==> src/source/hni_qos_pkg.sv <==
package hni_qos_pkg;

    // priority class of a request and the pool it is charged to
    typedef enum logic {
        CLASS_LOW  = 1'b0,
        CLASS_HIGH = 1'b1
    } qos_class_e;

    typedef enum logic [1:0] {
        PCRD_NONE = 2'd0,
        PCRD_LOW  = 2'd1,
        PCRD_HIGH = 2'd2
    } pcrd_type_e;

    typedef enum logic [1:0] {
        DEC_NONE,
        DEC_DYN,
        DEC_STATIC,
        DEC_RETRY
    } alloc_decision_e;

    // qos at or above this is high class
    localparam logic [3:0] QOS_HIGH_MIN   = 4'd8;
    localparam logic [3:0] GRANT_QOS_HIGH = 4'd15;
    localparam logic [3:0] GRANT_QOS_LOW  = 4'd0;

    localparam int DEF_NUM_ENTRIES = 8;
    localparam int DEF_HIGH_POOL   = 4;
    localparam int DEF_LOW_POOL    = 4;
    localparam int DEF_QUEUE_DEPTH = 4;
    localparam int DEF_RETRY_CNT_W = 4;

    typedef struct packed {
        logic [3:0] srcid;
        logic [7:0] txnid;
        logic [3:0] qos;
        logic       allowretry;
        logic       tracetag;
    } req_flit_t;

    typedef struct packed {
        logic [3:0] srcid;
        logic [7:0] txnid;
        logic [3:0] qos;
        logic       tracetag;
        pcrd_type_e pcrdtype;
    } retry_ack_t;

    typedef struct packed {
        logic [3:0] qos;
        pcrd_type_e pcrdtype;
    } grant_t;

endpackage

==> src/source/qos_pool_tracker.sv <==
`timescale 1ns/1ns

module qos_pool_tracker
    import hni_qos_pkg::*;
#(
    parameter int NUM_ENTRIES = DEF_NUM_ENTRIES,
    parameter int HIGH_POOL   = DEF_HIGH_POOL,
    parameter int LOW_POOL    = DEF_LOW_POOL,
    localparam int IDX_W      = $clog2(NUM_ENTRIES)
) (
    input  logic            clk,
    input  logic            rst,
    input  logic            req_valid,
    input  req_flit_t       req,
    input  logic [IDX_W-1:0] alloc_idx,
    input  logic            retire_valid,
    input  logic [IDX_W-1:0] retire_idx,
    input  logic            retire_convert,
    output alloc_decision_e decision,
    output qos_class_e      req_class,
    output qos_class_e      retire_class
);

    localparam int HI_W = $clog2(HIGH_POOL + 1);
    localparam int LO_W = $clog2(LOW_POOL + 1);

    logic [HI_W-1:0] high_cnt;
    logic [LO_W-1:0] low_cnt;
    logic            high_full;
    logic            low_full;
    logic            take_high;
    logic            high_inc;
    logic            high_dec;
    logic            low_inc;
    logic            low_dec;
    qos_class_e      class_q [NUM_ENTRIES];

    assign req_class = qos_class_e'(req.qos >= QOS_HIGH_MIN);
    assign high_full = (high_cnt == HI_W'(HIGH_POOL));
    assign low_full  = (low_cnt == LO_W'(LOW_POOL));

    // high requests spill into the low pool once their own is full
    assign take_high = (req_class == CLASS_HIGH) && !high_full;

    always_comb begin
        if (!req_valid) begin
            decision = DEC_NONE;
        end else if (!req.allowretry) begin
            decision = DEC_STATIC;
        end else if (take_high || !low_full) begin
            decision = DEC_DYN;
        end else begin
            decision = DEC_RETRY;
        end
    end

    assign retire_class = class_q[retire_idx];

    assign high_inc = (decision == DEC_DYN) && take_high;
    assign low_inc  = (decision == DEC_DYN) && !take_high;
    // converted entries stay charged to their pool
    assign high_dec = retire_valid && !retire_convert && (retire_class == CLASS_HIGH);
    assign low_dec  = retire_valid && !retire_convert && (retire_class == CLASS_LOW);

    always_ff @(posedge clk or posedge rst) begin
        if (rst) begin
            high_cnt <= '0;
            low_cnt  <= '0;
        end else begin
            if (high_inc && !high_dec) begin
                high_cnt <= high_cnt + 1'b1;
            end else if (high_dec && !high_inc) begin
                high_cnt <= high_cnt - 1'b1;
            end
            if (low_inc && !low_dec) begin
                low_cnt <= low_cnt + 1'b1;
            end else if (low_dec && !low_inc) begin
                low_cnt <= low_cnt - 1'b1;
            end
        end
    end

    // charged pool per entry
    always_ff @(posedge clk or posedge rst) begin
        if (rst) begin
            for (int i = 0; i < NUM_ENTRIES; i++) begin
                class_q[i] <= CLASS_LOW;
            end
        end else if (decision == DEC_DYN) begin
            class_q[alloc_idx] <= qos_class_e'(take_high);
        end
    end

endmodule

==> src/source/mshr_entry_alloc.sv <==
`timescale 1ns/1ns

module mshr_entry_alloc
    import hni_qos_pkg::*;
#(
    parameter int NUM_ENTRIES = DEF_NUM_ENTRIES,
    localparam int IDX_W      = $clog2(NUM_ENTRIES)
) (
    input  logic             clk,
    input  logic             rst,
    input  alloc_decision_e  decision,
    input  logic             retire_valid,
    input  logic [IDX_W-1:0] retire_idx,
    input  logic             retire_convert,
    output logic             alloc_en,
    output logic [IDX_W-1:0] alloc_idx
);

    logic [NUM_ENTRIES-1:0] valid_q;
    logic [NUM_ENTRIES-1:0] static_q;
    logic [NUM_ENTRIES-1:0] dyn_avail;
    logic [NUM_ENTRIES-1:0] st_avail;
    logic [NUM_ENTRIES-1:0] alloc_vec;
    logic [NUM_ENTRIES-1:0] retire_vec;
    logic                   dyn_found;
    logic                   st_found;
    logic [IDX_W-1:0]       dyn_idx;
    logic [IDX_W-1:0]       st_idx;

    // returns {found, index of lowest set bit}
    function automatic logic [IDX_W:0] pick_lowest(input logic [NUM_ENTRIES-1:0] vec);
        logic [IDX_W:0] res;
        res = '0;
        for (int i = NUM_ENTRIES - 1; i >= 0; i--) begin
            if (vec[i]) begin
                res = {1'b1, IDX_W'(i)};
            end
        end
        return res;
    endfunction

    // reserved entries are kept for non-retryable requests
    assign dyn_avail = ~valid_q & ~static_q;
    assign st_avail  = ~valid_q & static_q;

    assign {dyn_found, dyn_idx} = pick_lowest(dyn_avail);
    assign {st_found, st_idx}   = pick_lowest(st_avail);

    assign alloc_en  = ((decision == DEC_DYN) && dyn_found) ||
                       ((decision == DEC_STATIC) && st_found);
    assign alloc_idx = (decision == DEC_STATIC) ? st_idx : dyn_idx;

    always_comb begin
        alloc_vec  = '0;
        retire_vec = '0;
        if (alloc_en) begin
            alloc_vec[alloc_idx] = 1'b1;
        end
        if (retire_valid) begin
            retire_vec[retire_idx] = 1'b1;
        end
    end

    always_ff @(posedge clk or posedge rst) begin
        if (rst) begin
            valid_q  <= '0;
            static_q <= '0;
        end else begin
            valid_q  <= (valid_q & ~retire_vec) | alloc_vec;
            static_q <= (static_q & ~alloc_vec) | (retire_vec & {NUM_ENTRIES{retire_convert}});
        end
    end

endmodule

==> src/source/retry_grant_ctrl.sv <==
`timescale 1ns/1ns

module retry_grant_ctrl
    import hni_qos_pkg::*;
#(
    parameter int RETRY_CNT_W = DEF_RETRY_CNT_W
) (
    input  logic            clk,
    input  logic            rst,
    input  alloc_decision_e decision,
    input  qos_class_e      req_class,
    input  logic            retire_valid,
    input  qos_class_e      retire_class,
    output logic            retire_convert,
    output logic            grant_push,
    output grant_t          grant
);

    logic [RETRY_CNT_W-1:0] high_wait;
    logic [RETRY_CNT_W-1:0] low_wait;
    logic                   retry_high;
    logic                   retry_low;
    logic                   grant_high;
    logic                   grant_low;

    assign retry_high = (decision == DEC_RETRY) && (req_class == CLASS_HIGH);
    assign retry_low  = (decision == DEC_RETRY) && (req_class == CLASS_LOW);

    // high waiters win any retire, low waiters only a low one
    assign grant_high = retire_valid && (high_wait != '0);
    assign grant_low  = retire_valid && (retire_class == CLASS_LOW) &&
                        (high_wait == '0) && (low_wait != '0);

    assign retire_convert = grant_high || grant_low;
    assign grant_push     = grant_high || grant_low;

    always_comb begin
        if (grant_high) begin
            grant = '{qos: GRANT_QOS_HIGH, pcrdtype: PCRD_HIGH};
        end else begin
            grant = '{qos: GRANT_QOS_LOW, pcrdtype: PCRD_LOW};
        end
    end

    // saturating waiter counts
    always_ff @(posedge clk or posedge rst) begin
        if (rst) begin
            high_wait <= '0;
            low_wait  <= '0;
        end else begin
            if (retry_high && !grant_high && !(&high_wait)) begin
                high_wait <= high_wait + 1'b1;
            end else if (grant_high && !retry_high) begin
                high_wait <= high_wait - 1'b1;
            end
            if (retry_low && !grant_low && !(&low_wait)) begin
                low_wait <= low_wait + 1'b1;
            end else if (grant_low && !retry_low) begin
                low_wait <= low_wait - 1'b1;
            end
        end
    end

endmodule

==> src/source/rsp_queue.sv <==
`timescale 1ns/1ns

module rsp_queue #(
    parameter type rec_t  = logic [7:0],
    parameter int DEPTH   = 4,
    localparam int PTR_W  = (DEPTH > 1) ? $clog2(DEPTH) : 1,
    localparam int CNT_W  = $clog2(DEPTH + 1)
) (
    input  logic clk,
    input  logic rst,
    input  logic push,
    input  logic pop,
    input  rec_t din,
    output rec_t dout,
    output logic valid,
    output logic full
);

    rec_t             mem [DEPTH];
    logic [PTR_W-1:0] wr_ptr;
    logic [PTR_W-1:0] rd_ptr;
    logic [CNT_W-1:0] count;
    logic             do_push;
    logic             do_pop;

    assign valid   = (count != '0);
    assign full    = (count == CNT_W'(DEPTH));
    assign do_pop  = pop && valid;
    // a full queue still takes a push when it is popped in the same cycle
    assign do_push = push && (!full || do_pop);
    assign dout    = mem[rd_ptr];

    always_ff @(posedge clk) begin
        if (do_push) begin
            mem[wr_ptr] <= din;
        end
    end

    always_ff @(posedge clk or posedge rst) begin
        if (rst) begin
            wr_ptr <= '0;
            rd_ptr <= '0;
            count  <= '0;
        end else begin
            if (do_push) begin
                wr_ptr <= (wr_ptr == PTR_W'(DEPTH - 1)) ? '0 : wr_ptr + 1'b1;
            end
            if (do_pop) begin
                rd_ptr <= (rd_ptr == PTR_W'(DEPTH - 1)) ? '0 : rd_ptr + 1'b1;
            end
            if (do_push && !do_pop) begin
                count <= count + 1'b1;
            end else if (do_pop && !do_push) begin
                count <= count - 1'b1;
            end
        end
    end

endmodule

==> src/source/hni_qos_top.sv <==
`timescale 1ns/1ns

module hni_qos_top
    import hni_qos_pkg::*;
#(
    parameter int NUM_ENTRIES = DEF_NUM_ENTRIES,
    parameter int HIGH_POOL   = DEF_HIGH_POOL,
    parameter int LOW_POOL    = DEF_LOW_POOL,
    parameter int QUEUE_DEPTH = DEF_QUEUE_DEPTH,
    parameter int RETRY_CNT_W = DEF_RETRY_CNT_W,
    localparam int IDX_W      = $clog2(NUM_ENTRIES)
) (
    input  logic             clk,
    input  logic             rst,
    input  logic             req_valid,
    input  req_flit_t        req,
    input  logic             retire_valid,
    input  logic [IDX_W-1:0] retire_idx,
    input  logic             retryack_won,
    input  logic             pcrdgnt_won,
    output logic             alloc_en,
    output logic [IDX_W-1:0] alloc_idx,
    output logic             retry,
    output logic             retryack_valid,
    output retry_ack_t       retryack,
    output logic             pcrdgnt_valid,
    output grant_t           pcrdgnt
);

    alloc_decision_e decision;
    qos_class_e      req_class;
    qos_class_e      retire_class;
    logic            retire_convert;
    logic            grant_push;
    grant_t          grant_rec;
    retry_ack_t      ack_rec;

    assign retry = (decision == DEC_RETRY);

    // retry ack tells the requester which credit class to wait for
    assign ack_rec = '{
        srcid:    req.srcid,
        txnid:    req.txnid,
        qos:      req.qos,
        tracetag: req.tracetag,
        pcrdtype: pcrd_type_e'((req_class == CLASS_HIGH) ? PCRD_HIGH : PCRD_LOW)
    };

    qos_pool_tracker #(
        .NUM_ENTRIES(NUM_ENTRIES),
        .HIGH_POOL  (HIGH_POOL),
        .LOW_POOL   (LOW_POOL)
    ) u_pool_tracker (
        .clk           (clk),
        .rst           (rst),
        .req_valid     (req_valid),
        .req           (req),
        .alloc_idx     (alloc_idx),
        .retire_valid  (retire_valid),
        .retire_idx    (retire_idx),
        .retire_convert(retire_convert),
        .decision      (decision),
        .req_class     (req_class),
        .retire_class  (retire_class)
    );

    mshr_entry_alloc #(
        .NUM_ENTRIES(NUM_ENTRIES)
    ) u_entry_alloc (
        .clk           (clk),
        .rst           (rst),
        .decision      (decision),
        .retire_valid  (retire_valid),
        .retire_idx    (retire_idx),
        .retire_convert(retire_convert),
        .alloc_en      (alloc_en),
        .alloc_idx     (alloc_idx)
    );

    retry_grant_ctrl #(
        .RETRY_CNT_W(RETRY_CNT_W)
    ) u_grant_ctrl (
        .clk           (clk),
        .rst           (rst),
        .decision      (decision),
        .req_class     (req_class),
        .retire_valid  (retire_valid),
        .retire_class  (retire_class),
        .retire_convert(retire_convert),
        .grant_push    (grant_push),
        .grant         (grant_rec)
    );

    rsp_queue #(
        .rec_t(retry_ack_t),
        .DEPTH(QUEUE_DEPTH)
    ) ack_queue (
        .clk  (clk),
        .rst  (rst),
        .push (retry),
        .pop  (retryack_won),
        .din  (ack_rec),
        .dout (retryack),
        .valid(retryack_valid),
        .full ()
    );

    rsp_queue #(
        .rec_t(grant_t),
        .DEPTH(QUEUE_DEPTH)
    ) grant_queue (
        .clk  (clk),
        .rst  (rst),
        .push (grant_push),
        .pop  (pcrdgnt_won),
        .din  (grant_rec),
        .dout (pcrdgnt),
        .valid(pcrdgnt_valid),
        .full ()
    );

endmodule

==> config.mk <==
export PLATFORM = sky130hd
export DESIGN_NAME = hni_qos_top
export DESIGN_NICKNAME = d
export VERILOG_FILES = /design/src/source/hni_qos_pkg.sv /design/src/source/qos_pool_tracker.sv /design/src/source/mshr_entry_alloc.sv /design/src/source/retry_grant_ctrl.sv /design/src/source/rsp_queue.sv /design/src/source/hni_qos_top.sv
export SDC_FILE = /design/constraint.sdc
export NUM_CORES = 1
export LEC_CHECK = 0
export BUFFER_PORTS_ARGS = -buffer_cell sky130_fd_sc_hd__buf_2
export CORE_MARGIN = 5
export CORE_UTILIZATION = 48
export CTS_CLUSTER_SIZE = 28
export DETAILED_ROUTE_END_ITERATION = 8
export PLACE_DENSITY_LB_ADDON = 0.2
export SLEW_MARGIN = 0
export SYNTH_ARGS = -nofsm -noshare
export SYNTH_HDL_FRONTEND = slang
export SYNTH_SLANG_ARGS = --single-unit
==> constraint.sdc <==
create_clock -name clk -period 6.46 [get_ports clk]
set_input_delay 0.969 -clock clk [delete_from_list [all_inputs] [get_ports clk]]
set_output_delay 0.969 -clock clk [all_outputs]
set_load 0.02 [all_outputs]
==> out/results.txt <==
Sink of the worst hold path: ack_queue.count[2]. Counting the fill cells in the layout gives 1056. Counting distinct cell types in the post-synthesis netlist gives 56. Share of the synthesized area in the top cell type: 0.398.

The worst setup path is of the input pin to output pin kind. CTS placed an instance of sky130_fd_sc_hd__clkbuf_16 at the clock tree root. After floorplanning, the core was sized to cover 0.0131 mm^2. In this run the top signal layer used is met4. After detailed routing, the met3 layer carries 540 um of wire. Number of cells on the worst reg-to-reg path: 9. After detailed routing, the wire length on met1 is 5380 um. The internal portion of the total power is 2.18 mW. For flop-to-flop paths, the worst setup slack is 3.54 ns. The clock share of power was 0.264.

Number of top-level design ports: 59. The tightest min-delay check is of the register to register type. Along the worst path, the maximum fanout reaches 11.

0 antenna diodes ended up in the layout. At the pin with the least slew margin, the transition time is 1.01 ns. The tools report the start of the worst register-to-register path as u_pool_tracker.low_cnt[0]. The clock tree synthesis step divided the H-tree into 4 levels. The number of endpoints failing setup at the final stage is 0.

Synthesis produced a netlist with a net count of 501. The worst hold path stage count is 1, and the fraction of power consumed by sequential logic is 0.385. The number of synthesis warnings is 0.

Most common library cell in the layout ignoring fill and taps: sky130_fd_sc_hd__edfxtp_1. Clock-pin slew was measured on the worst setup and hold paths at 0.05 ns. Setup repair after global routing left no endpoint under its margin.

The logs give 11900 um for the total wire length after detailed routing and 0 ns for the sum of negative setup slack. Full die area: 0.0156 mm^2. For the CTS sink count, the log shows 136. Across the routed clock network, the largest skew measured is 0.00906 ns.

In this run, placement finished with an instance count of 670. The tool flagged a number of max-cap violations equal to 0. Final clock period utilization by the worst path: 0.577. The power share of the combinational group is 0.351.

TritonCTS built the clock tree. The flow ran to the end, and the final reports show no timing, DRC or antenna violations. The start point of the worst hold path was ack_queue.count[2]. Data arrives at the worst endpoint at 2.76 ns. The final critical delay including setup and external delays was 3.73 ns; the layout net count was 564. Detailed placement finished with a half-perimeter wire length of 8280 um.

From left edge to right edge, the die measures 125 um. The logs give 0 for the final-report max-slew violation count and 268 MHz for the highest achievable clock rate. Each instance of the synthesized netlist takes up on average 14.1 um^2. The buffer levels on the longest clock path was 2. The number of enable-type register cells in the synthesized netlist is 84. In this run the remaining antenna-violating nets after routing total 0. The number of hold violations in the final report came out at 0. The share of synthesized registers carrying an async set or reset was 0.382. The first global-routing pass estimated 20200 um of wire. The switching portion of total power was 0.366.

The logs give 4075 for the via count of the first global-routing pass and 0.162 for the total global-route track usage. The fraction of layout cells with a size suffix above 1 came out at 0.257. For the total overflow reported by the global router, the log shows 0.

The leading area contributor after synthesis is sky130_fd_sc_hd__edfxtp_1. The primary flip-flop cell chosen by synthesis mapping is sky130_fd_sc_hd__edfxtp_1. The worst register-to-register path ends at ack_queue.count[2]. The sequential fraction of the synthesis area came out at 0.603.

For this run, design rule violations remaining after detail routing come to 0. The congestion estimate from routability-driven global placement came to 0.908. The routed design uses 5800 um of met2 wire.

The number of synthesized register bits works out to 136. The gate family responsible for the most delay along the worst path is compound AO/OA/AOI/OAI gates. In this run the tool buffered the top-level ports with 58 buffer cells. The total power density per cell area was 469 mW/mm^2. STA classifies the critical path endpoint as an output pin. The hold buffer count at CTS is 0. The die is 125 um tall. The run gives 702 as the non-filler instance count after layout.

The post-CTS resize count is 0, and the maximum vdd drop is 0.000210 V. After clock tree synthesis, the setup repair step added 0 buffers. The tightest slew margin relative to the limit is 0.326, and the worst path required time is 5.49 ns.

In the layout the commonest cells are sky130_fd_sc_hd__edfxtp_1, sky130_fd_sc_hd__buf_2, sky130_fd_sc_hd__dfrtp_1, sky130_fd_sc_hd__nand2_1, sky130_fd_sc_hd__nor2_1. The via density per instance was 5.44; the number of cells produced by synthesis was 450. STA classifies the critical path startpoint as an input pin.

Dividing the detail-routed wire length by the instance count gives 17.0 um. For the routed via count, the log shows 3817. For this design the static power due to leakage is 2.86 nW. The signal on the critical path passes through buf_2 -> inv_1 -> a21oi_1 -> o211ai_2 -> a2bb2oi_1 -> inv_1 -> buf_2. Among all stages on the critical path, the largest delay is contributed by sky130_fd_sc_hd__a2bb2oi_1.

The TritonCTS buffer count is 17. The tools report the power spent charging and discharging nets as 1.26 mW. At the later pin of the worst-skew pair, clock insertion delay measures 0.41 ns.

The critical path contains buffers and inverters numbering 4 combined. The first routing iteration left 234 violations. The area growth from synthesis to final layout came out at 15.9%.

Entering global routing, the biggest net connects 53 pins. The first detailed-routing pass took 4 iterations. The total number of placement rows came out at 42. In the post-synthesis netlist, the biggest area contributors are sky130_fd_sc_hd__edfxtp_1, sky130_fd_sc_hd__dfrtp_1, sky130_fd_sc_hd__mux4_2. The initial core utilization is 0.485.

Post-synthesis instance area: 0.00634 mm^2. The largest single stage delay on the critical path is 0.69 ns. The run gives 0 as the initial antenna violation count.
==> metrics by stage <==
stage	cell area [um^2]	utilization	worst slack, ns	hold WS (ns)	power (mW)
3_3_place_gp	6790	0.519	2.85	0.468	2.53
4_1_cts	7350	0.562	2.73	0.483	3.48
3_5_place_dp	6790	0.519	2.76	0.471	2.56
2_1_floorplan	6340	-	3.14	0.447	2.25
6_report	7350	0.562	2.73	0.482	3.44
5_1_grt	7350	0.562	2.54	0.508	3.67
==> power groups by stage <==
| stage | clock, mW | combinational (mW) | sequential, mW |
|---|---|---|---|
| 2_1_floorplan | 0 | 0.996 | 1.26 |
| 3_3_place_gp | 0 | 1.19 | 1.33 |
| 3_5_place_dp | 0 | 1.22 | 1.34 |
| 4_1_cts | 0.933 | 1.22 | 1.33 |
| 5_1_grt | 0.974 | 1.34 | 1.36 |
| 6_report | 0.910 | 1.21 | 1.33 |
==> sequential cells by signal, indices dropped and copies added, names as in the netlist, 4 cells and up <==
signal and count:
u_entry_alloc.valid_q 8, u_grant_ctrl.high_wait 4, u_grant_ctrl.low_wait 4, grant_queue.mem 8, ack_queue.mem 76, u_pool_tracker.class_q 8
u_entry_alloc.static_q 8
==> worst max path at each step <==
stage,startpoint,endpoint,slack (ns),cells past startpoint
6_report,req[5],alloc_en,2.73,7
5_1_grt,req[5],alloc_en,2.54,7
4_1_cts,req[5],alloc_en,2.73,7
3_5_place_dp,req[5],alloc_en,2.76,7
3_3_place_gp,req[5],alloc_en,2.85,7
2_1_floorplan,retire_idx[0],grant_queue.count[2],3.14,11
==> kinds of logic (layout without fill, tap and decap cells) <==
group,Yosys count,count (layout),share of synthesized area
AOI/OAI and AO/OA,78,78,0.0854
xor gates and xnor gates,20,20,0.0276
adders and majority gates,24,24,0.0544
buffers and inverters,37,113,0.0252
DFF,136,136,0.603
muxes,36,36,0.107
and+or+nand+nor,119,119,0.0972
==> cells in the mapped netlist (all sizes together), types with 4 or more instances <==
master,number
nor3,9
clkbuf,6
or3,4
xor2,10
ha,18
dfrtp,52
fa,6
nand3,13
o21ai,23
buf,10
nand2b,5
mux4,23
a22o,6
nor2,26
mux2,10
o31ai,13
xnor2,10
nor2b,11
edfxtp,84
a21oi,9
inv,21
nand2,29
and2,9
a21o,7
==> final cells by class <==
cell class                      instances  area [um^2]  area share
Tap cell                              176          220      0.0300
Inverter                               21         78.8      0.0107
Clock inverter                         15          139      0.0189
Clock buffer                           17          425      0.0579
Sequential cell                       136         3820       0.520
Timing Repair Buffer                   60          305      0.0415
Multi-Input combinational cell        277         2360       0.321
==> per-layer routing <==
| metal | global-route usage | vias up |
|---|---|---|
| li1 | - | 1819 |
| met1 | 0.213 | 1880 |
| met2 | 0.257 | 104 |
| met3 | 0.0435 | 14 |
| met4 | 0.0714 | 0 |
| met5 | 0 | - |
No activity file was read; power rests on OpenSTA's default activity.
